$ cat src/iq_consts.svh
`ifndef IQ_CONSTS_SVH
`define IQ_CONSTS_SVH

// datapath widths
`define IQ_XLEN 32
// 64 physical registers
`define IQ_PREG_W 6
// wrap bit on top of a 5-bit rob index
`define IQ_ROB_W 6
`define IQ_OP_W 3
`define IQ_IMM_W 12

// queue depth, 4 / 8 / 16 all fine
`define IQ_QLEN 8
// wake 0 = alu writeback, wake 1 = external (load) writeback
`define IQ_WAKE_NUM 2

// alu op codes
`define IQ_OP_ADD 3'd0
`define IQ_OP_SUB 3'd1
`define IQ_OP_AND 3'd2
`define IQ_OP_OR 3'd3
`define IQ_OP_XOR 3'd4
`define IQ_OP_SLL 3'd5
`define IQ_OP_SRL 3'd6
`define IQ_OP_SLT 3'd7

`endif

$ cat src/iq_pkg.sv
`include "iq_consts.svh"

package iq_pkg;

	// second operand field, decoded by use_imm
	// use_imm clear: source 2 tag in the low bits, padding above
	// use_imm set: immediate, sign extended by the execute stage
	typedef union packed {
		logic [`IQ_IMM_W-1:0] tag_view;
		logic signed [`IQ_IMM_W-1:0] imm;
	} op2_u;

	// tag width always fits below the immediate
	localparam int OP2_PAD_W = `IQ_IMM_W - `IQ_PREG_W;

endpackage

$ cat src/issue_if.sv
`timescale 1ns/1ps
`include "iq_consts.svh"

// one issued operation, queue to execute
interface issue_if
	import iq_pkg::*;
();
	// level, only counts while stall is low
	logic valid;
	logic [`IQ_OP_W-1:0] op;
	logic [`IQ_ROB_W-1:0] rob;
	logic [`IQ_PREG_W-1:0] dst;
	logic [`IQ_PREG_W-1:0] src1;
	// selects which view of op2 is live
	logic use_imm;
	op2_u op2;

	// queue side
	modport issue (
		output valid, op, rob, dst, src1, use_imm, op2
	);

	// execute side
	modport exec (
		input valid, op, rob, dst, src1, use_imm, op2
	);

endinterface

$ cat src/alu_exec.sv
`timescale 1ns/1ps
`include "iq_consts.svh"

module alu_exec (
	input logic clk,
	input logic reset,
	input logic stall,
	issue_if.exec ex,
	// operand fetch
	output logic [`IQ_PREG_W-1:0] rf_addr1,
	output logic [`IQ_PREG_W-1:0] rf_addr2,
	input logic [`IQ_XLEN-1:0] rf_data1,
	input logic [`IQ_XLEN-1:0] rf_data2,
	// registered result, also wake 0 and regfile port 0
	output logic wb_valid,
	output logic [`IQ_PREG_W-1:0] wb_tag,
	output logic [`IQ_XLEN-1:0] wb_data
);
	logic [`IQ_XLEN-1:0] opa;
	logic [`IQ_XLEN-1:0] opb;
	logic [`IQ_XLEN-1:0] imm_ext;
	logic [4:0] shamt;
	logic [`IQ_XLEN-1:0] result;
	logic fire;

	// tag view, only meaningful with use_imm clear
	assign rf_addr1 = ex.src1;
	assign rf_addr2 = ex.op2.tag_view[`IQ_PREG_W-1:0];

	// immediate view, sign extended to a full word
	assign imm_ext = {{(`IQ_XLEN - `IQ_IMM_W){ex.op2.imm[`IQ_IMM_W-1]}}, ex.op2.imm};

	assign opa = rf_data1;
	assign opb = ex.use_imm ? imm_ext : rf_data2;
	// shifts use the low five bits only
	assign shamt = opb[4:0];

	always_comb begin
		result = '0;
		case (ex.op)
			`IQ_OP_ADD: result = opa + opb;
			`IQ_OP_SUB: result = opa - opb;
			`IQ_OP_AND: result = opa & opb;
			`IQ_OP_OR: result = opa | opb;
			`IQ_OP_XOR: result = opa ^ opb;
			`IQ_OP_SLL: result = opa << shamt;
			`IQ_OP_SRL: result = opa >> shamt;
			// signed compare, 0 or 1
			`IQ_OP_SLT: result = {{(`IQ_XLEN - 1){1'b0}}, $signed(opa) < $signed(opb)};
			default: result = '0;
		endcase
	end

	// an op leaves the queue only when not stalled
	assign fire = ex.valid && !stall;

	// stall turns into a bubble here
	always_ff @(posedge clk) begin
		if (reset) begin
			wb_valid <= 1'b0;
		end else begin
			wb_valid <= fire;
		end
	end

	always_ff @(posedge clk) begin
		if (fire) begin
			wb_tag <= ex.dst;
			wb_data <= result;
		end
	end

endmodule

$ cat src/flat_wrapper.sv
// flat-port wrapper written by rule: the top's interface ports become plain ports
module alu_exec_flat 
  (clk, reset, stall, rf_addr1, rf_addr2, rf_data1, rf_data2, wb_valid, wb_tag, wb_data, ex_valid, ex_op, ex_rob, ex_dst, ex_src1, ex_use_imm, ex_op2);
  issue_if ex_i ();
  input logic clk;
  input logic reset;
  input logic stall;
  output logic [`IQ_PREG_W-1:0] rf_addr1;
  output logic [`IQ_PREG_W-1:0] rf_addr2;
  input logic [`IQ_XLEN-1:0] rf_data1;
  input logic [`IQ_XLEN-1:0] rf_data2;
  output logic wb_valid;
  output logic [`IQ_PREG_W-1:0] wb_tag;
  output logic [`IQ_XLEN-1:0] wb_data;
  input wire logic [$bits(ex_i.valid)-1:0] ex_valid;
  input wire logic [$bits(ex_i.op)-1:0] ex_op;
  input wire logic [$bits(ex_i.rob)-1:0] ex_rob;
  input wire logic [$bits(ex_i.dst)-1:0] ex_dst;
  input wire logic [$bits(ex_i.src1)-1:0] ex_src1;
  input wire logic [$bits(ex_i.use_imm)-1:0] ex_use_imm;
  input wire logic [$bits(ex_i.op2)-1:0] ex_op2;
  assign ex_i.valid = ex_valid;
  assign ex_i.op = ex_op;
  assign ex_i.rob = ex_rob;
  assign ex_i.dst = ex_dst;
  assign ex_i.src1 = ex_src1;
  assign ex_i.use_imm = ex_use_imm;
  assign ex_i.op2 = ex_op2;
  alu_exec u_core (.clk(clk), .reset(reset), .stall(stall), .ex(ex_i), .rf_addr1(rf_addr1), .rf_addr2(rf_addr2), .rf_data1(rf_data1), .rf_data2(rf_data2), .wb_valid(wb_valid), .wb_tag(wb_tag), .wb_data(wb_data));
endmodule
$ cat config.mk
export PLATFORM = sky130hd
export DESIGN_NAME = alu_exec_flat
export DESIGN_NICKNAME = d
export VERILOG_FILES = /design/src/iq_pkg.sv /design/src/issue_if.sv /design/src/alu_exec.sv /design/src/flat_wrapper.sv
export VERILOG_INCLUDE_DIRS = /design/src
export SDC_FILE = /design/constraint.sdc
export NUM_CORES = 1
export LEC_CHECK = 0
export BUFFER_PORTS_ARGS = -buffer_cell sky130_fd_sc_hd__buf_2
export CAP_MARGIN = 20
export CELL_PAD_IN_SITES_DETAIL_PLACEMENT = 1
export CELL_PAD_IN_SITES_GLOBAL_PLACEMENT = 1
export CORE_ASPECT_RATIO = 1.75
export CORE_MARGIN = 5
export CORE_UTILIZATION = 39
export CTS_CLUSTER_DIAMETER = 80
export DETAILED_ROUTE_END_ITERATION = 10
export PLACE_DENSITY_LB_ADDON = 0.1
export SYNTH_ARGS = -nofsm -noshare
export SYNTH_HDL_FRONTEND = slang
export SYNTH_SLANG_ARGS = --single-unit
$ cat constraint.sdc
create_clock -name clk -period 5.4 [get_ports clk]
set_input_delay 0.81 -clock clk [delete_from_list [all_inputs] [get_ports clk]]
set_output_delay 0.81 -clock clk [all_outputs]
set_load 0.05 [all_outputs]
Yosys cells after proc, flatten, opt, wreduce, memory -nomap -nowiden:

Cells that the tools add are included.

* bits in registers: 39
* input bits: 102
* output and inout port bits: 51

* bitwise operators: 3
* shift operators: 2
* multiplexer cells: 2
* reduce and logical (&&, ||, !) cells: 3
* add/subtract/negate cells: 2
* $lt $le $gt $ge: 1
* equal/unequal tests: 7

Operator list (count)
* $pmux 32 s8: 1
* $add 32x32->32: 1
* $and 32x32->32: 1
* $lt 32x32->1: 1
* $mux 32: 1
* $or 32x32->32: 1
* $shl 32x5->32: 1
* $shr 32x5->32: 1
* $sub 32x32->32: 1
* $xor 32x32->32: 1
* $eq 3x3->1 const B: 4
* $eq 3x2->1 const B: 2
* $eq 3x1->1 const B: 1
* $logic_not 3->1: 1
* $logic_and 1x1->1: 1
* $logic_not 1->1: 1

Longest topological paths before layout:

* depth in word-level cells: 3
* mapped depth: 18

Worst setup path after synthesis:

Ideal clock, no wire load.

* path kind: input -> register
* start: in ex_use_imm
* end: reg u_core.wb_data[26] (data pin)
* library setup time: 0.260 ns
* data required time: 5.140 ns
* arrival time: 5.336 ns
* cell stages on the path: 17
* setup slack: -0.196 ns
* path through: clkbuf_1 buf_2 mux2i_1 clkbuf_1 buf_1 clkbuf_1 ha_1 clkbuf_1 or3_4 o21bai_1 a2111o_1 a2111o_1 nand2_2 o31ai_2 o41ai_2 mux2i_1 o21ai_1

* word-level cells in the longest chain between the ends: 3
* elaborated cells between the ends (all ways): 9
* those cells by class: add/sub (2); shift (2); mux (2); bitwise (3)

Ends and longest elaborated chain
* from (decl): RTL line flat_wrapper.sv:20 `input wire logic [$bits(ex_i.use_imm)-1:0] ex_use_imm;`
* $mux 32 *: RTL line alu_exec.sv:34 `assign opb = ex.use_imm ? imm_ext : rf_data2;`
* $sub 32x32->32 (tied with other cells): RTL line alu_exec.sv:42 `` `IQ_OP_SUB: result = opa - opb; ``
* $pmux 32 s8 *: RTL line alu_exec.sv:40 `case (ex.op)`
* via u_core.result[26]: RTL line alu_exec.sv:23 `` logic [`IQ_XLEN-1:0] result; ``
* to (signal assigned): RTL line alu_exec.sv:69 `wb_data <= result;`
* to (decl): RTL line alu_exec.sv:17 `` output logic [`IQ_XLEN-1:0] wb_data ``

The timed path passes the listed nets; every way through them passes the cells marked *.
A chain may end at the register's enable or synchronous reset.

Worst setup path in the final report:

* start: in ex_use_imm
* end: reg u_core.wb_data[30] (data pin)

Same word-level chain as after synthesis.

==> impl_metrics.ini <==
[hold_path]
hp-class = input port to flip-flop
hp-start = reset

[floorplan]
die_w_um = 130
initial_utilization = 0.393
coreArea_mm2 = 0.0250
die_area_mm2 = 0.0286
ios = 153
die_h_um = 220
rows = 77

[yosys]
synth.most_common_cell = nand2_1
synthDominantCellAreaShare = 0.134
synthTopCellsByArea = ha_1 13%, edfxtp_1 12%, mux2i_1 7.2%
seq_area_frac_synth = 0.118
synthTopCellsByCount = 137 x nand2_1, 136 x a21oi_1, 127 x nor2_1, 105 x ha_1, 98 x inv_1
synth_seq_cells = 39
synthesis.nets = 1584
syn_inst = 1375
ys_types = 76
netlist_area_mm2 = 0.00984
yosys_warnings = 0
synth-edff-count = 38
yosys.area.top_type = ha_1
async_flop_share = 0
syn_area_per_cell_um2 = 7.16
synth_ff_type = edfxtp_1

[pwr]
p_leak_nw = 4.77
p_per_area_mw_per_mm2 = 205
peakVddDrop_uv = 124

[drt]
vias = 12000
ant_nets = 0
avgRoutedWirePerCell_um = 31.6
drcViolationCount = 0
totalWireLength_um = 56100
dr.pass1.iters = 6
routed_via_density = 6.74
drt-initial-drc-count = 1122

[setup_path]
worstSetupPathType = input port to flip-flop
crit_chain = buf_2 -> buf_4 -> mux2i_1 -> ha_1 -> or3_4 -> o21bai_1 -> a2111o_1 -> a2111o_1 -> a21oi_1 -> o31ai_1 -> nor3b_1 -> o21ai_1 -> o211ai_1
worst_path_largest_cell_delay_ns = 0.50
crit_fanout = 9
arrival_ns = 4.83
cpMaxStageDelayCell = a2111o_1
cp-start-kind = input port
crit_path_end = u_core.wb_data[30]
worstPathRequired_ns = 5.43
setup.worst_path.start = ex_use_imm
critPathCaptureType = flip-flop
crit_top_cell = a2111o_1

[clock_tree]
cts_made_buffers = 5
root_buffer = clkbuf_16
cts_setup_buffers = 0
cts-resized-gates = 0
clkSinkCount = 39
hold_buffers = 0
htreeDepth = 2
tritoncts = built
cts.clk_slew.worst_paths_ns = 0.07
cts.path.max_buffers = 2

[timing]
tns_ns = 0
final-hold-violation-count = 0
fmax_ghz = 0.208
drv_slew = 0
relSlewSlack = 0.240
fin_crit_sh = 0.889
worst_pin_slew_ns = 1.13
final-setup-viol-count = 0
setup_ws_ns = 0.601
period_minus_slack_ns = 4.80
rsz0062_at_grt = false

[grt]
grt_remaining_overflow = 0
track_usage = 0.383
antenna_found_initial = 2
grt_pass1_vias = 12100
grt_pass1_wl_um = 79800
grt_start_max_net_pins = 68

[placement]
gp_congestion = 1.01
dp_hpwl_um = 44400
portBuffers = 134
dpl_cell_area_mm2 = 0.0109
place_ws_ns = 0.307

[cells_and_area]
final_util = 0.441
fillers = 3260
antenna_cells = 0
nNetsFinal = 1667
finalInstanceArea_mm2 = 0.0111
final_layout_size_suffix_gt1_frac = 0.166
seq_area_mm2 = 0.00116
area_delta_synth_final_pct = 12.4
multi_input_area_mm2 = 0.00787

[status]
outcome = finished, final reports clean

[flow_run]
cap_viol_max_count = 0
==> worst min-delay path by stage <==
stage                                   to  cells past startpoint
after floorplan            u_core.wb_valid                      1
final                      u_core.wb_valid                      2
after global routing      u_core.wb_tag[3]                      1
after detailed placement  u_core.wb_tag[5]                      1
after global placement     u_core.wb_valid                      2
after CTS                 u_core.wb_tag[3]                      1
==> routing by layer <==
layer / wire [um] / track usage / up-vias
met2: 28200 / 0.678 / 607
li1: - / - / 5263
met4: 6410 / 0.351 / 4
met3: 2930 / 0.0492 / 248
met5: 30 / 0 / -
met1: 18500 / 0.378 / 5835
==> placed cells by master, fill, tap and decap left out, types with 29 or more instances in the layout <==
master | synthesis | routed
a211oi_1 | 29 | 29
a21oi_1 | 136 | 136
a22oi_1 | 30 | 30
a31oi_1 | 31 | 31
buf_2 | 11 | 134
buf_4 | 12 | 56
edfxtp_1 | 38 | 38
ha_1 | 105 | 105
inv_1 | 98 | 98
mux2i_1 | 71 | 67
nand2_1 | 137 | 137
nor2_1 | 127 | 126
o211ai_1 | 33 | 33
o21ai_0 | 86 | 86
o22ai_1 | 39 | 39
==> power breakdown <==
group	total [mW]	internal, mW	switching [mW]
clock	0.338	0.173	0.166
combinational	1.54	0.489	1.05
sequential	0.379	0.372	0.00699
total	2.26	1.03	1.23
==> final cells by class <==
cell class	instances	area share
Timing Repair Buffer	191	0.100
Clock inverter	1	0.000453
Multi-Input combinational cell	1119	0.712
Clock buffer	7	0.0120
Sequential cell	39	0.105
Tap cell	316	0.0358
Inverter	102	0.0346
==> worst max-delay path: cells and delay by family <==
| family | cells | cell delay, ns |
|---|---|---|
| multiplexers | 1 | 0.31 |
| AND/OR/NAND/NOR | 2 | 0.60 |
| AO/OA/AOI/OAI | 7 | 2.07 |
| buffers and inverters | 2 | 0.62 |
| adder cells (fa/ha/maj) | 1 | 0.40 |
==> logic make-up after synthesis <==
logic type | share of synthesized area
and+or+nand+nor | 0.164
AOI/OAI and AO/OA | 0.346
buffers and inverters | 0.0903
DFF | 0.118
muxes | 0.115
xor gates and xnor gates | 0.0303
adders and majority gates | 0.138
==> through the flow <==
| stage | cells | total power, mW | hold slack, ns |
|---|---|---|---|
| 6_report | 1775 | 2.26 | 0.669 |
| 5_1_grt | 1775 | 2.36 | 0.669 |
| 3_3_place_gp | 1767 | 1.88 | 0.968 |
| 3_5_place_dp | 1767 | 1.89 | 0.990 |
| 2_1_floorplan | 1375 | 1.36 | 0.882 |
| 4_1_cts | 1775 | 2.24 | 0.664 |
==> registers in the layout, indices dropped and copies added (netlist names) <==
register	cells
u_core.wb_data	32
u_core.wb_tag	6
u_core.wb_valid	1
No activity file was read; power rests on OpenSTA's default activity.
