## config.mk

```make
export PLATFORM = sky130hd
export DESIGN_NAME = alu_iqueue_flat
export DESIGN_NICKNAME = d
export VERILOG_FILES = /design/src/iq_pkg.sv /design/src/issue_if.sv /design/src/alu_iqueue.sv /design/src/flat_wrapper.sv
export VERILOG_INCLUDE_DIRS = /design/src
export SDC_FILE = /design/constraint.sdc
export NUM_CORES = 1
export LEC_CHECK = 0
export BUFFER_PORTS_ARGS = -buffer_cell sky130_fd_sc_hd__buf_2
export CORE_ASPECT_RATIO = 0.9
export CORE_MARGIN = 10
export CORE_UTILIZATION = 60
export DETAILED_ROUTE_END_ITERATION = 10
export HOLD_SLACK_MARGIN = 0.03
export PLACE_DENSITY = 0.79
export SLEW_MARGIN = 25
export SYNTH_ARGS = -nofsm -noshare
export SYNTH_HDL_FRONTEND = slang
export SYNTH_SLANG_ARGS = --single-unit
```

## constraint.sdc

```tcl
create_clock -name clk -period 9.6 [get_ports clk]
set_input_delay 0 -clock clk [delete_from_list [all_inputs] [get_ports clk]]
set_output_delay 0 -clock clk [all_outputs]
set_load 0.01 [all_outputs]
```

## src/iq_consts.svh

```systemverilog
`ifndef IQ_CONSTS_SVH
`define IQ_CONSTS_SVH

// datapath widths
`define IQ_XLEN 32
// 64 physical registers
`define IQ_PREG_W 6
// wrap bit on top of a 5-bit rob index
`define IQ_ROB_W 6
`define IQ_OP_W 3
`define IQ_IMM_W 12

// queue depth, 4 / 8 / 16 all fine
`define IQ_QLEN 8
// wake 0 = alu writeback, wake 1 = external (load) writeback
`define IQ_WAKE_NUM 2

// alu op codes
`define IQ_OP_ADD 3'd0
`define IQ_OP_SUB 3'd1
`define IQ_OP_AND 3'd2
`define IQ_OP_OR 3'd3
`define IQ_OP_XOR 3'd4
`define IQ_OP_SLL 3'd5
`define IQ_OP_SRL 3'd6
`define IQ_OP_SLT 3'd7

`endif

```

## src/iq_pkg.sv

```systemverilog
`include "iq_consts.svh"

package iq_pkg;

	// second operand field, decoded by use_imm
	// use_imm clear: source 2 tag in the low bits, padding above
	// use_imm set: immediate, sign extended by the execute stage
	typedef union packed {
		logic [`IQ_IMM_W-1:0] tag_view;
		logic signed [`IQ_IMM_W-1:0] imm;
	} op2_u;

	// tag width always fits below the immediate
	localparam int OP2_PAD_W = `IQ_IMM_W - `IQ_PREG_W;

endpackage

```

## src/issue_if.sv

```systemverilog
`timescale 1ns/1ps
`include "iq_consts.svh"

// one issued operation, queue to execute
interface issue_if
	import iq_pkg::*;
();
	// level, only counts while stall is low
	logic valid;
	logic [`IQ_OP_W-1:0] op;
	logic [`IQ_ROB_W-1:0] rob;
	logic [`IQ_PREG_W-1:0] dst;
	logic [`IQ_PREG_W-1:0] src1;
	// selects which view of op2 is live
	logic use_imm;
	op2_u op2;

	// queue side
	modport issue (
		output valid, op, rob, dst, src1, use_imm, op2
	);

	// execute side
	modport exec (
		input valid, op, rob, dst, src1, use_imm, op2
	);

endinterface

```

## src/alu_iqueue.sv

```systemverilog
`timescale 1ns/1ps
`include "iq_consts.svh"

module alu_iqueue
	import iq_pkg::*;
#(
	parameter int QLEN = `IQ_QLEN
)(
	input logic clk,
	input logic reset,
	input logic disp_en,
	input logic stall,
	input logic [`IQ_OP_W-1:0] disp_op,
	input logic [`IQ_ROB_W-1:0] disp_rob,
	input logic [`IQ_PREG_W-1:0] disp_dst,
	input logic [`IQ_PREG_W-1:0] disp_src1,
	input logic disp_src1_ready,
	input logic disp_use_imm,
	input op2_u disp_op2,
	input logic disp_src2_ready,
	input logic [`IQ_WAKE_NUM-1:0] wake_valid,
	input logic [`IQ_WAKE_NUM-1:0][`IQ_PREG_W-1:0] wake_tag,
	output logic full,
	issue_if.issue iq
);
	localparam int IDX_W = $clog2(QLEN);
	localparam int RIDX_W = `IQ_ROB_W - 1;

	// per-slot control
	logic [QLEN-1:0] valid;
	logic [QLEN-1:0] rdy1;
	logic [QLEN-1:0] rdy2;

	// per-slot payload
	logic [`IQ_OP_W-1:0] op_q [QLEN];
	logic [`IQ_ROB_W-1:0] rob_q [QLEN];
	logic [`IQ_PREG_W-1:0] dst_q [QLEN];
	logic [`IQ_PREG_W-1:0] src1_q [QLEN];
	logic use_imm_q [QLEN];
	op2_u op2_q [QLEN];

	// allocation
	logic [IDX_W-1:0] free_idx;
	logic has_free;
	logic disp_ok;

	// select tree, heap layout, root at 1, leaves at QLEN..2*QLEN-1
	logic node_v [1:2*QLEN-1];
	logic [IDX_W-1:0] node_id [1:2*QLEN-1];
	logic [`IQ_ROB_W-1:0] node_rob [1:2*QLEN-1];

	logic [IDX_W-1:0] chosen;
	logic issue_go;

	// dispatch-time readiness, includes a wake in the same cycle
	logic disp_rdy1;
	logic disp_rdy2;

	// any wake port hitting this tag
	function automatic logic wake_hit(input logic [`IQ_PREG_W-1:0] tag);
		logic hit;
		hit = 1'b0;
		for (int w = 0; w < `IQ_WAKE_NUM; w++) begin
			if (wake_valid[w] && wake_tag[w] == tag) begin
				hit = 1'b1;
			end
		end
		return hit;
	endfunction

	// a older than b, invalid never wins over valid
	function automatic logic is_older(
		input logic va,
		input logic [`IQ_ROB_W-1:0] ra,
		input logic vb,
		input logic [`IQ_ROB_W-1:0] rb
	);
		logic same_wrap;
		logic a_first;
		same_wrap = ra[`IQ_ROB_W-1] == rb[`IQ_ROB_W-1];
		// across a wrap the larger index is the older one
		if (same_wrap) begin
			a_first = ra[RIDX_W-1:0] < rb[RIDX_W-1:0];
		end else begin
			a_first = ra[RIDX_W-1:0] > rb[RIDX_W-1:0];
		end
		return (va && vb) ? a_first : va;
	endfunction

	// lowest free slot, scan from the top so the last hit wins
	always_comb begin
		free_idx = '0;
		has_free = 1'b0;
		for (int i = QLEN - 1; i >= 0; i--) begin
			if (!valid[i]) begin
				free_idx = IDX_W'(i);
				has_free = 1'b1;
			end
		end
	end

	assign full = !has_free;
	// pulse while full is dropped
	assign disp_ok = disp_en && has_free;

	assign disp_rdy1 = disp_src1_ready || wake_hit(disp_src1);
	// immediate means nothing to wait for
	assign disp_rdy2 = disp_use_imm || disp_src2_ready
		|| wake_hit(disp_op2.tag_view[`IQ_PREG_W-1:0]);

	// oldest-first select, evaluated leaves up
	always_comb begin
		for (int k = 0; k < QLEN; k++) begin
			node_v[QLEN+k] = valid[k] && rdy1[k] && rdy2[k];
			node_id[QLEN+k] = IDX_W'(k);
			node_rob[QLEN+k] = rob_q[k];
		end
		for (int k = QLEN - 1; k >= 1; k--) begin
			node_v[k] = node_v[2*k] || node_v[2*k+1];
			if (is_older(node_v[2*k], node_rob[2*k], node_v[2*k+1], node_rob[2*k+1])) begin
				node_id[k] = node_id[2*k];
				node_rob[k] = node_rob[2*k];
			end else begin
				node_id[k] = node_id[2*k+1];
				node_rob[k] = node_rob[2*k+1];
			end
		end
	end

	assign chosen = node_id[1];
	assign issue_go = node_v[1] && !stall;

	// issued op straight out of the chosen slot
	assign iq.valid = node_v[1];
	assign iq.op = op_q[chosen];
	assign iq.rob = rob_q[chosen];
	assign iq.dst = dst_q[chosen];
	assign iq.src1 = src1_q[chosen];
	assign iq.use_imm = use_imm_q[chosen];
	assign iq.op2 = op2_q[chosen];

	// valid and ready flags
	always_ff @(posedge clk) begin
		if (reset) begin
			valid <= '0;
			rdy1 <= '0;
			rdy2 <= '0;
		end else begin
			// wakeup keeps running under stall
			for (int i = 0; i < QLEN; i++) begin
				if (valid[i] && wake_hit(src1_q[i])) begin
					rdy1[i] <= 1'b1;
				end
				if (valid[i] && !use_imm_q[i]
					&& wake_hit(op2_q[i].tag_view[`IQ_PREG_W-1:0])) begin
					rdy2[i] <= 1'b1;
				end
			end
			if (issue_go) begin
				valid[chosen] <= 1'b0;
			end
			// free slot is never the chosen one
			if (disp_ok) begin
				valid[free_idx] <= 1'b1;
				rdy1[free_idx] <= disp_rdy1;
				rdy2[free_idx] <= disp_rdy2;
			end
		end
	end

	// payload, written on dispatch only
	always_ff @(posedge clk) begin
		if (disp_ok) begin
			op_q[free_idx] <= disp_op;
			rob_q[free_idx] <= disp_rob;
			dst_q[free_idx] <= disp_dst;
			src1_q[free_idx] <= disp_src1;
			use_imm_q[free_idx] <= disp_use_imm;
			op2_q[free_idx] <= disp_op2;
		end
	end

endmodule

```

## src/flat_wrapper.sv

```systemverilog
// flat-port wrapper written by rule: the top's interface ports become plain ports
module alu_iqueue_flat import iq_pkg::*;
#(
	parameter int QLEN = `IQ_QLEN
)
  (clk, reset, disp_en, stall, disp_op, disp_rob, disp_dst, disp_src1, disp_src1_ready, disp_use_imm, disp_op2, disp_src2_ready, wake_valid, wake_tag, full, iq_valid, iq_op, iq_rob, iq_dst, iq_src1, iq_use_imm, iq_op2);
  issue_if iq_i ();
  input logic clk;
  input logic reset;
  input logic disp_en;
  input logic stall;
  input logic [`IQ_OP_W-1:0] disp_op;
  input logic [`IQ_ROB_W-1:0] disp_rob;
  input logic [`IQ_PREG_W-1:0] disp_dst;
  input logic [`IQ_PREG_W-1:0] disp_src1;
  input logic disp_src1_ready;
  input logic disp_use_imm;
  input op2_u disp_op2;
  input logic disp_src2_ready;
  input logic [`IQ_WAKE_NUM-1:0] wake_valid;
  input logic [`IQ_WAKE_NUM-1:0][`IQ_PREG_W-1:0] wake_tag;
  output logic full;
  output wire logic [$bits(iq_i.valid)-1:0] iq_valid;
  output wire logic [$bits(iq_i.op)-1:0] iq_op;
  output wire logic [$bits(iq_i.rob)-1:0] iq_rob;
  output wire logic [$bits(iq_i.dst)-1:0] iq_dst;
  output wire logic [$bits(iq_i.src1)-1:0] iq_src1;
  output wire logic [$bits(iq_i.use_imm)-1:0] iq_use_imm;
  output wire logic [$bits(iq_i.op2)-1:0] iq_op2;
  assign iq_valid = iq_i.valid;
  assign iq_op = iq_i.op;
  assign iq_rob = iq_i.rob;
  assign iq_dst = iq_i.dst;
  assign iq_src1 = iq_i.src1;
  assign iq_use_imm = iq_i.use_imm;
  assign iq_op2 = iq_i.op2;
  alu_iqueue #(.QLEN(QLEN)) u_core (.clk(clk), .reset(reset), .disp_en(disp_en), .stall(stall), .disp_op(disp_op), .disp_rob(disp_rob), .disp_dst(disp_dst), .disp_src1(disp_src1), .disp_src1_ready(disp_src1_ready), .disp_use_imm(disp_use_imm), .disp_op2(disp_op2), .disp_src2_ready(disp_src2_ready), .wake_valid(wake_valid), .wake_tag(wake_tag), .full(full), .iq(iq_i));
endmodule
```

# Yosys cells after proc, flatten, opt, wreduce, memory -nomap -nowiden
# Memories as Yosys holds them, arrays and structs flattened.
# Index checks and enable logic that the tools add are counted.
word_totals:
  regBits: 24
  latchBits: 0
  ramBits: 272
  rom_bits: 0
  input_bits: 54
  n_memories: 6
memory_table:
  columns: ["name", "words", "width", "read_ports", "rd_clocked_by_memory_dff", "write_ports", "line_no", "source"]
  rows:
  - ["u_core.op2_q", 8, 12, 9, 0, 1, "alu_iqueue.sv:40", "op2_u op2_q [QLEN];"]
  - ["u_core.dst_q", 8, 6, 1, 0, 1, "alu_iqueue.sv:37", "logic [`IQ_PREG_W-1:0] dst_q [QLEN];"]
  - ["u_core.rob_q", 8, 6, 9, 0, 1, "alu_iqueue.sv:36", "logic [`IQ_ROB_W-1:0] rob_q [QLEN];"]
  - ["u_core.src1_q", 8, 6, 9, 0, 1, "alu_iqueue.sv:38", "logic [`IQ_PREG_W-1:0] src1_q [QLEN];"]
  - ["u_core.op_q", 8, 3, 1, 0, 1, "alu_iqueue.sv:35", "logic [`IQ_OP_W-1:0] op_q [QLEN];"]
  - ["u_core.use_imm_q", 8, 1, 9, 0, 1, "alu_iqueue.sv:39", "logic use_imm_q [QLEN];"]
op_classes:
  add_sub_neg: 0
  mul: 0
  n_div: 0
  magnitude_cmp: 18
  eq_ne: 43
  n_shift: 0
  muxes: 140
  n_bitwise: 3
  n_reduce_logical: 107
op_table:
  columns: ["op", "n"]
  rows:
  - ["$eq A6 B6 Y1", 36]
  - ["$mux W1", 114]
  - ["$logic_and A1 B1 Y1", 87]
  - ["$mux W8", 5]
  - ["$mux W6", 6]
  - ["$gt A5 B5 Y1", 7]
  - ["$lt A5 B5 Y1", 7]
  - ["$mux W3", 9]
  - ["$bwmux W8", 2]
  - ["$logic_not A1 Y1", 10]
  - ["$logic_or A1 B1 Y1", 10]
  - ["$and A8 B8 Y8", 1]
  - ["$lt A3 B4 Y1 const B", 2]
  - ["$not A8 Y8", 1]
  - ["$or A8 B8 Y8", 1]
  - ["$eq A1 B1 Y1", 7]
  - ["$demux W1 S3", 2]
  - ["$ge A3 B1 Y1 const B", 2]
  - ["$mux W2", 2]

# Logic depth before layout (Yosys ltp)
# Gate-level depths: netlist of the first run.
logic_depth:
  depth_word: 23
  ltp_mapped: 33

# Worst setup path before layout of the first run
# No wires, ideal clock.
synth_path:
  kind: "register to output"
  start: "memory u_core.rob_q[4][1] in the netlist's numbering"
  end: "output iq_dst[3]"
  t_arrival_ps: 6966
  required_time_ps: 9600
  path_slack_ps: 2634
  stages_incl_launch_ff: 31
  path_buffers: 3
  cell_sequence: "edfxtp_1 ha_1 nor2b_1 o21ai_0 a211oi_1 a31o_2 o21ai_1 mux2_2 ha_1 nor2b_1 o21a_1 nor3_1 nand2_1 mux2_2 a31oi_2 clkbuf_1 nor2_1 a21oi_1 ha_1 nor2b_1 o21a_1 o21a_1 o21ai_0 and2_1 or3b_4 a31oi_4 mux2_4 buf_12 buf_12 mux2i_1 or4_1"
synth_lines:
  columns: ["item", "line_no", "source"]
  rows:
  - ["start: declaration", "alu_iqueue.sv:36", null]
  - ["end: declaration", "flat_wrapper.sv:26", "output wire logic [$bits(iq_i.dst)-1:0] iq_dst;"]

==> flow_summary_export.csv, run 1 <==
group,metric,value,unit
outcome,status,"finished clean",
setup_path,cp_max_fo,63,
clock_network,numCtsBuffers,30,
clock_network,clock_sinks,296,
setup_path,startpoint_type,"flip-flop",
pwr,p_sw_share,21.57,%
global_routing,grtUsageTotal,25.21,%
setup_path,ff2ff_setup_slack,1430,ps
routing,routedWlPerCell,23.86,µm
setup_path,end_kind,"output port",
routing,vias,12200,
synthesis,synth_area,16330,µm²
clock_network,cts_root_buffer,"clkbuf_16",
synthesis,async_reset_ff_share,0,%
routing,wl_met1,18.13,mm
timing,min_period_over_period,91.06,%
min_path,hold_class,"in2reg",
routing,highest_layer,"met4",
pwr,power.total,0.002923,W
pwr,peakVddDrop,0.0001836,V
floorplan,rows,57,
layout,final_util,68.97,%
synthesis,syn_avg_cell_area,11.62,µm²
synthesis,synth_cells,1405,
setup_path,max_stage_delay,610,ps
synthesis,ys_warn_count,0,
setup_path,crit_path_top_delay_cell,"mux2_8",
synthesis,synth_top_cell_area_share,50.02,%
routing,dr.pass1.iters,9,
clock_network,htreeDepth,1,
synthesis,synth_seq_area_share,52.96,%
synthesis,yosysTopAreaCell,"edfxtp_1",
floorplan,core,26890,µm²
run,drv_cap,0,
floorplan,dieArea,34230,µm²
pwr,leakage,7.056,nW
global_routing,grt_start_max_net_pins,64,
timing,finClkSkew,19.49,ps
timing,tns,0,ps
global_routing,antenna_found_initial,0,
global_routing,grt_pass1_vias,12200,
setup_path,cp.arrival,8740,ps
pwr,pwr-share-seq,49.4,%
synthesis,syn_nets,1494,
clock_network,clock_path_buffers,3,
timing,layout_setup_ws,858.7,ps
timing,grt_setup_unrepaired,"false",
synthesis,synth-seq-cells,296,
layout,syn_to_final_growth,13.56,%
clock_network,cts_resized,0,
timing,relSlewSlack,31.00,%
pwr,p_comb_share,6.4,%
pwr,net-switching-power,0.0006306,W
timing,final_max_slew_viol_count,0,
place,routabilityCongestion,0.9171,
global_routing,grt-ovfl-total,0,
timing,hold_viol,0,
clock_network,clk_latency,580,ps
routing,routed-wl-met3,4.471,mm
timing,min_period,8741,ps
place,dp_hpwl,28.42,mm
routing,drt_iter0_markers,1542,
routing,dr_wl_met2,20.93,mm
clock_network,postCtsSetupRepairBufs,0,
min_path,min_from,"stall",
global_routing,grt_pass1_wl,68.80,mm
min_path,holdPathStages,6,
clock_network,clkTransAtPathRegs,60,ps
synthesis,ys_types,77,
synthesis,synth_edf_count,272,
synthesis,yosys_most_used_dff,"edfxtp_1",
setup_path,crit_type,"reg2out",
layout,stdcell_count,1882,
floorplan,die_x,193.9,µm
place,dp.cells,1790,
routing,drt-total-wl,44.91,mm
floorplan,start_util,60.74,%
layout,nets,1595,
pwr,p_per_area,157.6,nW/µm²
floorplan,die-height,176.5,µm
timing,fmax,114.4,MHz
routing,ant_nets,0,
setup_path,required,9600,ps
synthesis,synth_area_leaders,"edfxtp_1, xnor2_1, mux2i_1, xor2_1, nand2_1",
layout,diodes,0,
floorplan,num_io_pins,90,
layout,final_common_cell,"edfxtp_1",
setup_path,reg2regPathDepth,29,
timing,finalSetupViolations,0,
setup_path,r2r-start,"u_core.rob_q[4][1]",
setup_path,reg2reg_to,"u_core.valid[4]",
min_path,worstHoldEndpoint,"u_core.valid[0]",
pwr,p_clk_share,44.2,%
pwr,p_int,0.002293,W
timing,worst_pin_slew,1033,ps
routing,drc,0,
layout,drive_above_1_share,14.40,%
clock_network,cts_tree,"done",
place,portBuffers,89,
layout,final_cell_mix,"edfxtp_1, nand2_1, xnor2_1",
routing,vias_per_cell,6.484,
place,dp_slack,1336,ps
==> cell usage after synthesis (7+ instances only) <==
library cell  instances
nand3_1              40
nand4_1              42
mux2_2               38
dfxtp_1              24
buf_1                 7
nor3_1               14
xor2_1               84
a31oi_1               9
ha_1                 35
clkbuf_1             53
inv_1                41
o21a_1               11
a211oi_1             14
or4_1                30
edfxtp_1            272
nand2_1             192
and2_1                7
nor4_1               14
nor2_1               41
mux2i_1              79
a222oi_1             25
xnor2_1             136
nor2b_1              10
and3_1               13
a21oi_1              38
o21ai_0              33
==> kinds of logic (layout without fill, tap and decap cells) <==
family / Yosys count / in the layout / synth area share, %
AOI/OAI and AO/OA: 193 / 193 / 8.704
xor gates and xnor gates: 222 / 222 / 12.00
adders and majority gates: 35 / 35 / 2.682
buffers and inverters: 117 / 240 / 3.279
DFF: 296 / 296 / 52.96
muxes: 122 / 122 / 7.853
and+or+nand+nor: 420 / 420 / 12.53
==> per-layer routing <==
metal  vias up  global-route usage, %
li1       5401                      -
met4         0                  8.392
met1      5920                  33.39
met2       769                  41.37
met3       112                  4.380
met5         -                      0
==> state kept, by name (all words and copies together) (netlist names), 24 cells and up <==
name           flops
u_core.op2_q      96
u_core.dst_q      48
u_core.rob_q      48
u_core.src1_q     48
u_core.op_q       24
==> how the worst max path moves through the flow <==
stage,startpoint,end,cells past startpoint
floorplan,u_core.rob_q[4][1],iq_dst[3],30
global placement,u_core.rob_q[4][3],iq_op2[10],29
detailed placement,u_core.rob_q[4][1],iq_dst[0],29
CTS,u_core.rob_q[4][1],iq_dst[0],29
global route,u_core.rob_q[4][1],iq_op2[10],29
finish,u_core.rob_q[4][1],iq_op2[10],29
==> area by class of cell <==
type | count | area [µm²]
fill | 1836 | 8342
clock buffer | 41 | 832.0
tap | 354 | 442.9
inverter | 41 | 155.1
timing repair buffer | 145 | 964.7
sequential | 296 | 8648
multi-input combinational | 992 | 7233
clock inverter | 13 | 269.0
==> critical path, delay by kind of cell, from the launching register on <==
kind,cells,cell delay [ps]
AOI/OAI and AO/OA,11,2580
and+or+nand+nor,9,2170
muxes,4,1540
adders and majority gates,3,940
buffers and inverters,2,480
DFF,1,420
==> stage by stage <==
stage | hold slack [ps] | area [µm²]
3_5_place_dp | 265.9 | 17050
5_1_grt | 204.6 | 18550
6_report | 165.9 | 18550
3_3_place_gp | 263.1 | 17030
4_1_cts | 118.9 | 18530
2_1_floorplan | 78.70 | 16330
==> power by group through the flow <==
stage	sequential, W	combinational (W)	clock, W
final	0.00144	0.000186	0.00129
after global routing	0.00144	0.000199	0.00135
after CTS	0.00144	0.000182	0.00130
after detailed placement	0.00147	0.000169	0
after global placement	0.00147	0.000163	0
after floorplan	0.00147	0.000105	0
==> timing repair <==
action                                  4_1_cts  5_1_grt
endpoints found under the hold margin       296        0
hold buffers                                 38        0
endpoints found under the setup margin        0        0
(Power assumes the default switching activity.)
==> inputs of run 2 (changes only) <==
--- a/config.mk
+++ b/config.mk
@@ -8,7 +8,6 @@
 export LEC_CHECK = 0
 export BUFFER_PORTS_ARGS = -buffer_cell sky130_fd_sc_hd__buf_2
 export CORE_ASPECT_RATIO = 0.9
-export CORE_MARGIN = 10
 export CORE_UTILIZATION = 60
 export DETAILED_ROUTE_END_ITERATION = 10
 export HOLD_SLACK_MARGIN = 0.03
==> flow_summary_export.csv, run 2 (same netlist as run 1, synthesis figures left out) <==
group,metric,value,unit
outcome,status,"finished clean",
min_path,holdPathStages,6,
place,dp.cells,1783,
place,routabilityCongestion,0.8965,
place,dp_hpwl,27.49,mm
setup_path,cp-endpoint,"iq_op2[11]",
routing,dr.pass1.iters,8,
timing,finalSetupViolations,0,
global_routing,grt_pass1_vias,12130,
timing,relSlewSlack,28.18,%
global_routing,grt-ovfl-total,0,
clock_network,numCtsBuffers,31,
global_routing,grt_pass1_wl,67.11,mm
setup_path,cp_max_fo,56,
min_path,hold_class,"in2reg",
clock_network,cts_resized,0,
layout,largest_reg_flops,96,
layout,multiInputGateArea,7216,µm²
routing,vias,12080,
floorplan,die_x,175.9,µm
layout,nets,1594,
setup_path,reg2reg_to,"u_core.valid[4]",
routing,drt-total-wl,43.94,mm
setup_path,startpoint_type,"flip-flop",
layout,final_util,69.95,%
setup_path,reg2regPathDepth,28,
clock_network,postCtsSetupRepairBufs,0,
clock_network,clkTransAtPathRegs,60,ps
timing,min_period_over_period,95.41,%
layout,stdcell_count,1876,
timing,finClkSkew,14.23,ps
timing,tns,0,ps
floorplan,die-height,158.5,µm
floorplan,rows,56,
layout,drive_above_1_share,14.59,%
setup_path,crit_type,"reg2out",
setup_path,crit_path_top_delay_cell,"mux2_4",
setup_path,max_stage_delay,850,ps
timing,worst_pin_slew,1077,ps
setup_path,ff2ff_setup_slack,1490,ps
timing,fmax,109.2,MHz
floorplan,start_util,61.82,%
global_routing,antenna_found_initial,0,
setup_path,required,9600,ps
clock_network,clock_sinks,296,
pwr,leakage,7.000,nW
routing,drc,0,
setup_path,critPathLaunch,"u_core.rob_q[4][1]",
pwr,peakVddDrop,0.0001602,V
timing,hold_viol,0,
routing,ant_nets,0,
clock_network,cts_root_buffer,"clkbuf_16",
layout,syn_to_final_growth,13.14,%
layout,seqCellArea,8648,µm²
setup_path,r2r-start,"u_core.rob_q[4][1]",
floorplan,num_io_pins,90,
layout,final_cell_mix,"edfxtp_1, nand2_1, xnor2_1",
pwr,p_per_area,155.2,nW/µm²
layout,fillCellCount,1800,
clock_network,holdBufCountCts,37,
global_routing,grtUsageTotal,31.70,%
global_routing,grt_start_max_net_pins,57,
run,drv_cap,0,
clock_network,clock_path_buffers,3,
place,portBuffers,89,
pwr,power.total,0.002867,W
routing,drt_iter0_markers,1622,
floorplan,core,26420,µm²
clock_network,cts_tree,"done",
timing,fin_hold_ws,67.61,ps
setup_path,timing.critical_path.mode_cell,"nor2b_1",
routing,vias_per_cell,6.437,
timing,grt_setup_unrepaired,"false",
layout,final_common_cell,"edfxtp_1",
clock_network,clk_latency,580,ps
timing,final_max_slew_viol_count,0,
routing,routedWlPerCell,23.42,µm
layout,top_register,"u_core.op2_q",
layout,diodes,0,
clock_network,htreeDepth,1,
setup_path,end_kind,"output port",
setup_path,cp.arrival,9160,ps
floorplan,dieArea,27880,µm²
timing,min_period,9159,ps
run 2: cell types whose count changed in the layout (fill, tap and decap cells not counted), sizes merged:
| cell | before | now |
|---|---|---|
| clkinvlp | 1 | 2 |
| inv | 37 | 40 |
| bufinv | 7 | 5 |
| clkinv | 9 | 14 |
| dlygate4sd3 | 38 | 37 |
| buf | 107 | 106 |
| clkbuf | 41 | 36 |
run 2: worst min-delay path by stage:
stage / startpoint / to / slack (ps)
after CTS: disp_src1_ready / u_core.rdy1[0] / 40
final: disp_src1_ready / u_core.rdy1[6] / 70
after floorplan: reset / u_core.rdy1[2] / 80
after detailed placement: disp_rob[0] / u_core.rob_q[1][0] / 270
after global routing: disp_src1_ready / u_core.rdy1[6] / 90
after global placement: disp_op[1] / u_core.op_q[4][1] / 260
run 2: power breakdown:
part	leakage (nW)	switching (W)	internal, W
Clock	0.516	0.000499	0.000740
Combinational	3.82	0.000114	0.0000696
Sequential	2.67	0.0000163	0.00143
run 2: routing by layer:
metal / global-route usage [%] / part of all wire (%)
met4: 13.17 / 3.8
met2: 51.53 / 46
met3: 4.990 / 10
met5: 0 / 0
met1: 42.67 / 40
run 2: critical path: cells and delay by family, from the launching register on:
| family | cells | cell delay, ps |
|---|---|---|
| compound gates | 11 | 2720 |
| simple gates | 9 | 2200 |
| mux | 4 | 1710 |
| fa+ha+maj | 3 | 910 |
| buf+inv | 2 | 530 |
| flops | 1 | 420 |
run 2: per-stage QoR:
stage	setup WS [ps]	area, µm²
3_5_place_dp	1203	17050
4_1_cts	567.5	18480
3_3_place_gp	1497	17010
2_1_floorplan	2634	16330
5_1_grt	1.962	18480
6_report	440.7	18480
run 2: layout make-up:
class                      count  share of cell area [%]
timing repair buffer         143                   5.235
clock buffer                  36                   4.408
multi-input combinational    992                   39.05
inverter                      41                  0.8465
sequential                   296                   46.81
clock inverter                20                   1.293
tap                          348                   2.357
==> inputs of run 3 (changes only) <==
==> constraint.sdc (replaced) <==
create_clock -name clk -period 11.7 [get_ports clk]
set_input_delay 0 -clock clk [delete_from_list [all_inputs] [get_ports clk]]
set_output_delay 0 -clock clk [all_outputs]
set_load 0.01 [all_outputs]
==> flow_summary_export.csv, run 3 (same netlist as run 1, synthesis figures left out) <==
group,metric,value,unit
layout,fillCellCount,1814,
global_routing,grtUsageTotal,31.29,%
pwr,p_per_area,125.5,nW/µm²
floorplan,die-height,158.5,µm
place,placed_area,17000,µm²
routing,ant_nets,0,
outcome,status,"finished clean",
timing,finalSetupViolations,0,
setup_path,r2r-start,"u_core.rob_q[4][1]",
setup_path,crit_path_top_delay_cell,"a31oi_4",
place,portBuffers,89,
timing,relSlewSlack,29.50,%
routing,routedWlPerCell,23.06,µm
setup_path,crit_type,"reg2out",
setup_path,ff2ff_setup_slack,3050,ps
timing,hold_viol,0,
floorplan,core,26420,µm²
setup_path,required,11700,ps
setup_path,critPathLaunch,"u_core.rob_q[4][1]",
floorplan,start_util,61.82,%
clock_network,htreeDepth,1,
setup_path,cp.arrival,9600,ps
routing,drc,0,
floorplan,rows,56,
timing,min_period,9601,ps
layout,final_common_cell,"edfxtp_1",
clock_network,cts_root_buffer,"clkbuf_16",
clock_network,clk_latency,590,ps
pwr,peakVddDrop,0.0001307,V
global_routing,grt_start_max_net_pins,58,
timing,final_max_slew_viol_count,0,
layout,diodes,0,
layout,nets,1592,
clock_network,clkTransAtPathRegs,60,ps
min_path,hold_class,"in2reg",
layout,largest_reg_flops,96,
setup_path,reg2regPathDepth,28,
layout,final_cell_mix,"edfxtp_1, nand2_1, xnor2_1",
timing,fmax,104.2,MHz
layout,finalInstanceArea,18410,µm²
routing,drt-total-wl,43.24,mm
routing,vias,11940,
run,drv_cap,0,
global_routing,grt_pass1_wl,66.07,mm
place,routabilityCongestion,0.8722,
routing,drt_iter0_markers,1286,
global_routing,grt-ovfl-total,0,
global_routing,antenna_found_initial,0,
place,dp_hpwl,27.25,mm
setup_path,max_stage_delay,860,ps
routing,vias_per_cell,6.370,
global_routing,grt_pass1_vias,11600,
layout,top_register,"u_core.op2_q",
clock_network,numCtsBuffers,30,
timing,worst_pin_slew,1058,ps
clock_network,clock_path_buffers,3,
routing,dr.pass1.iters,9,
timing,finClkSkew,44.00,ps
layout,drive_above_1_share,14.28,%
setup_path,startpoint_type,"flip-flop",
timing,tns,0,ps
floorplan,num_io_pins,90,
setup_path,end_kind,"output port",
clock_network,cts_tree,"done",
timing,grt_setup_unrepaired,"false",
clock_network,clock_sinks,296,
timing,min_period_over_period,82.06,%
layout,syn_to_final_growth,12.76,%
pwr,leakage,6.966,nW
floorplan,die_x,175.9,µm
setup_path,reg2reg_to,"u_core.valid[1]",
setup_path,cp_max_fo,57,
floorplan,dieArea,27880,µm²
setup_path,cp-endpoint,"iq_use_imm",
## run 3: worst max-delay path, delay by kind of cell (launching register included)
kind                       cells  cell delay [ps]
AOI/OAI and AO/OA             11             3240
and+or+nand+nor                9             2080
muxes                          4             1420
buffers and inverters          2             1050
adders and majority gates      3              770
DFF                            1              420
## run 3: power breakdown
group	leakage, nW	switching (W)	internal, W	total, W
Sequential	2.67	0.0000131	0.00117	0.00119
Clock	0.496	0.000413	0.000561	0.000975
Combinational	3.80	0.0000940	0.0000577	0.000152
Total	6.97	0.000520	0.00179	0.00231
## run 3: area by class of cell
class | instances | area (µm²) | share of cell area, %
multi-input cells | 992 | 7216 | 39.19
well taps | 348 | 435.4 | 2.365
repair buffers | 142 | 943.4 | 5.123
flip-flops and latches | 296 | 8648 | 46.97
inverters | 41 | 155.1 | 0.8426
clock buffers | 42 | 865.8 | 4.702
clock inverters | 14 | 150.1 | 0.8154
## run 3: timing repair
item                                   in CTS  in global routing
resized for setup                           0                  0
hold buffers                               40                  0
endpoints found under the hold margin     296                  0
setup buffers                               0                  0
## run 3: layer usage
layer | vias up | GRT usage [%] | share of wire (%)
li1 | 5395 | - | -
met1 | 5811 | 43.13 | 41
met2 | 636 | 50.14 | 46
met3 | 101 | 5.778 | 10
met4 | 0 | 10.43 | 3.0
met5 | - | 0 | 0
## run 3: metrics by stage
stage          cells  util (%)  setup slack [ps]  power (W)  hold slack [ps]
2_1_floorplan   1405         -              4734   0.001289            78.70
3_3_place_gp    1779     64.34              3118   0.001340            266.9
3_5_place_dp    1779     64.34              2774   0.001344            277.2
4_1_cts         1875     69.70              2130   0.002312            159.6
5_1_grt         1875     69.71              1574   0.002363            179.5
6_report        1875     69.71              2099   0.002312            184.8
## run 3: how the worst min path moves through the flow
stage               startpoint                  to  slack (ps)  cells past startpoint
6_report       disp_src2_ready      u_core.rdy2[3]         180                      4
5_1_grt        disp_src2_ready      u_core.rdy2[2]         180                      4
4_1_cts        disp_src2_ready      u_core.rdy2[2]         160                      4
3_5_place_dp       disp_op2[9]  u_core.op2_q[0][9]         280                      1
3_3_place_gp       disp_dst[0]  u_core.dst_q[1][0]         270                      1
2_1_floorplan            reset      u_core.rdy1[2]          80                      1
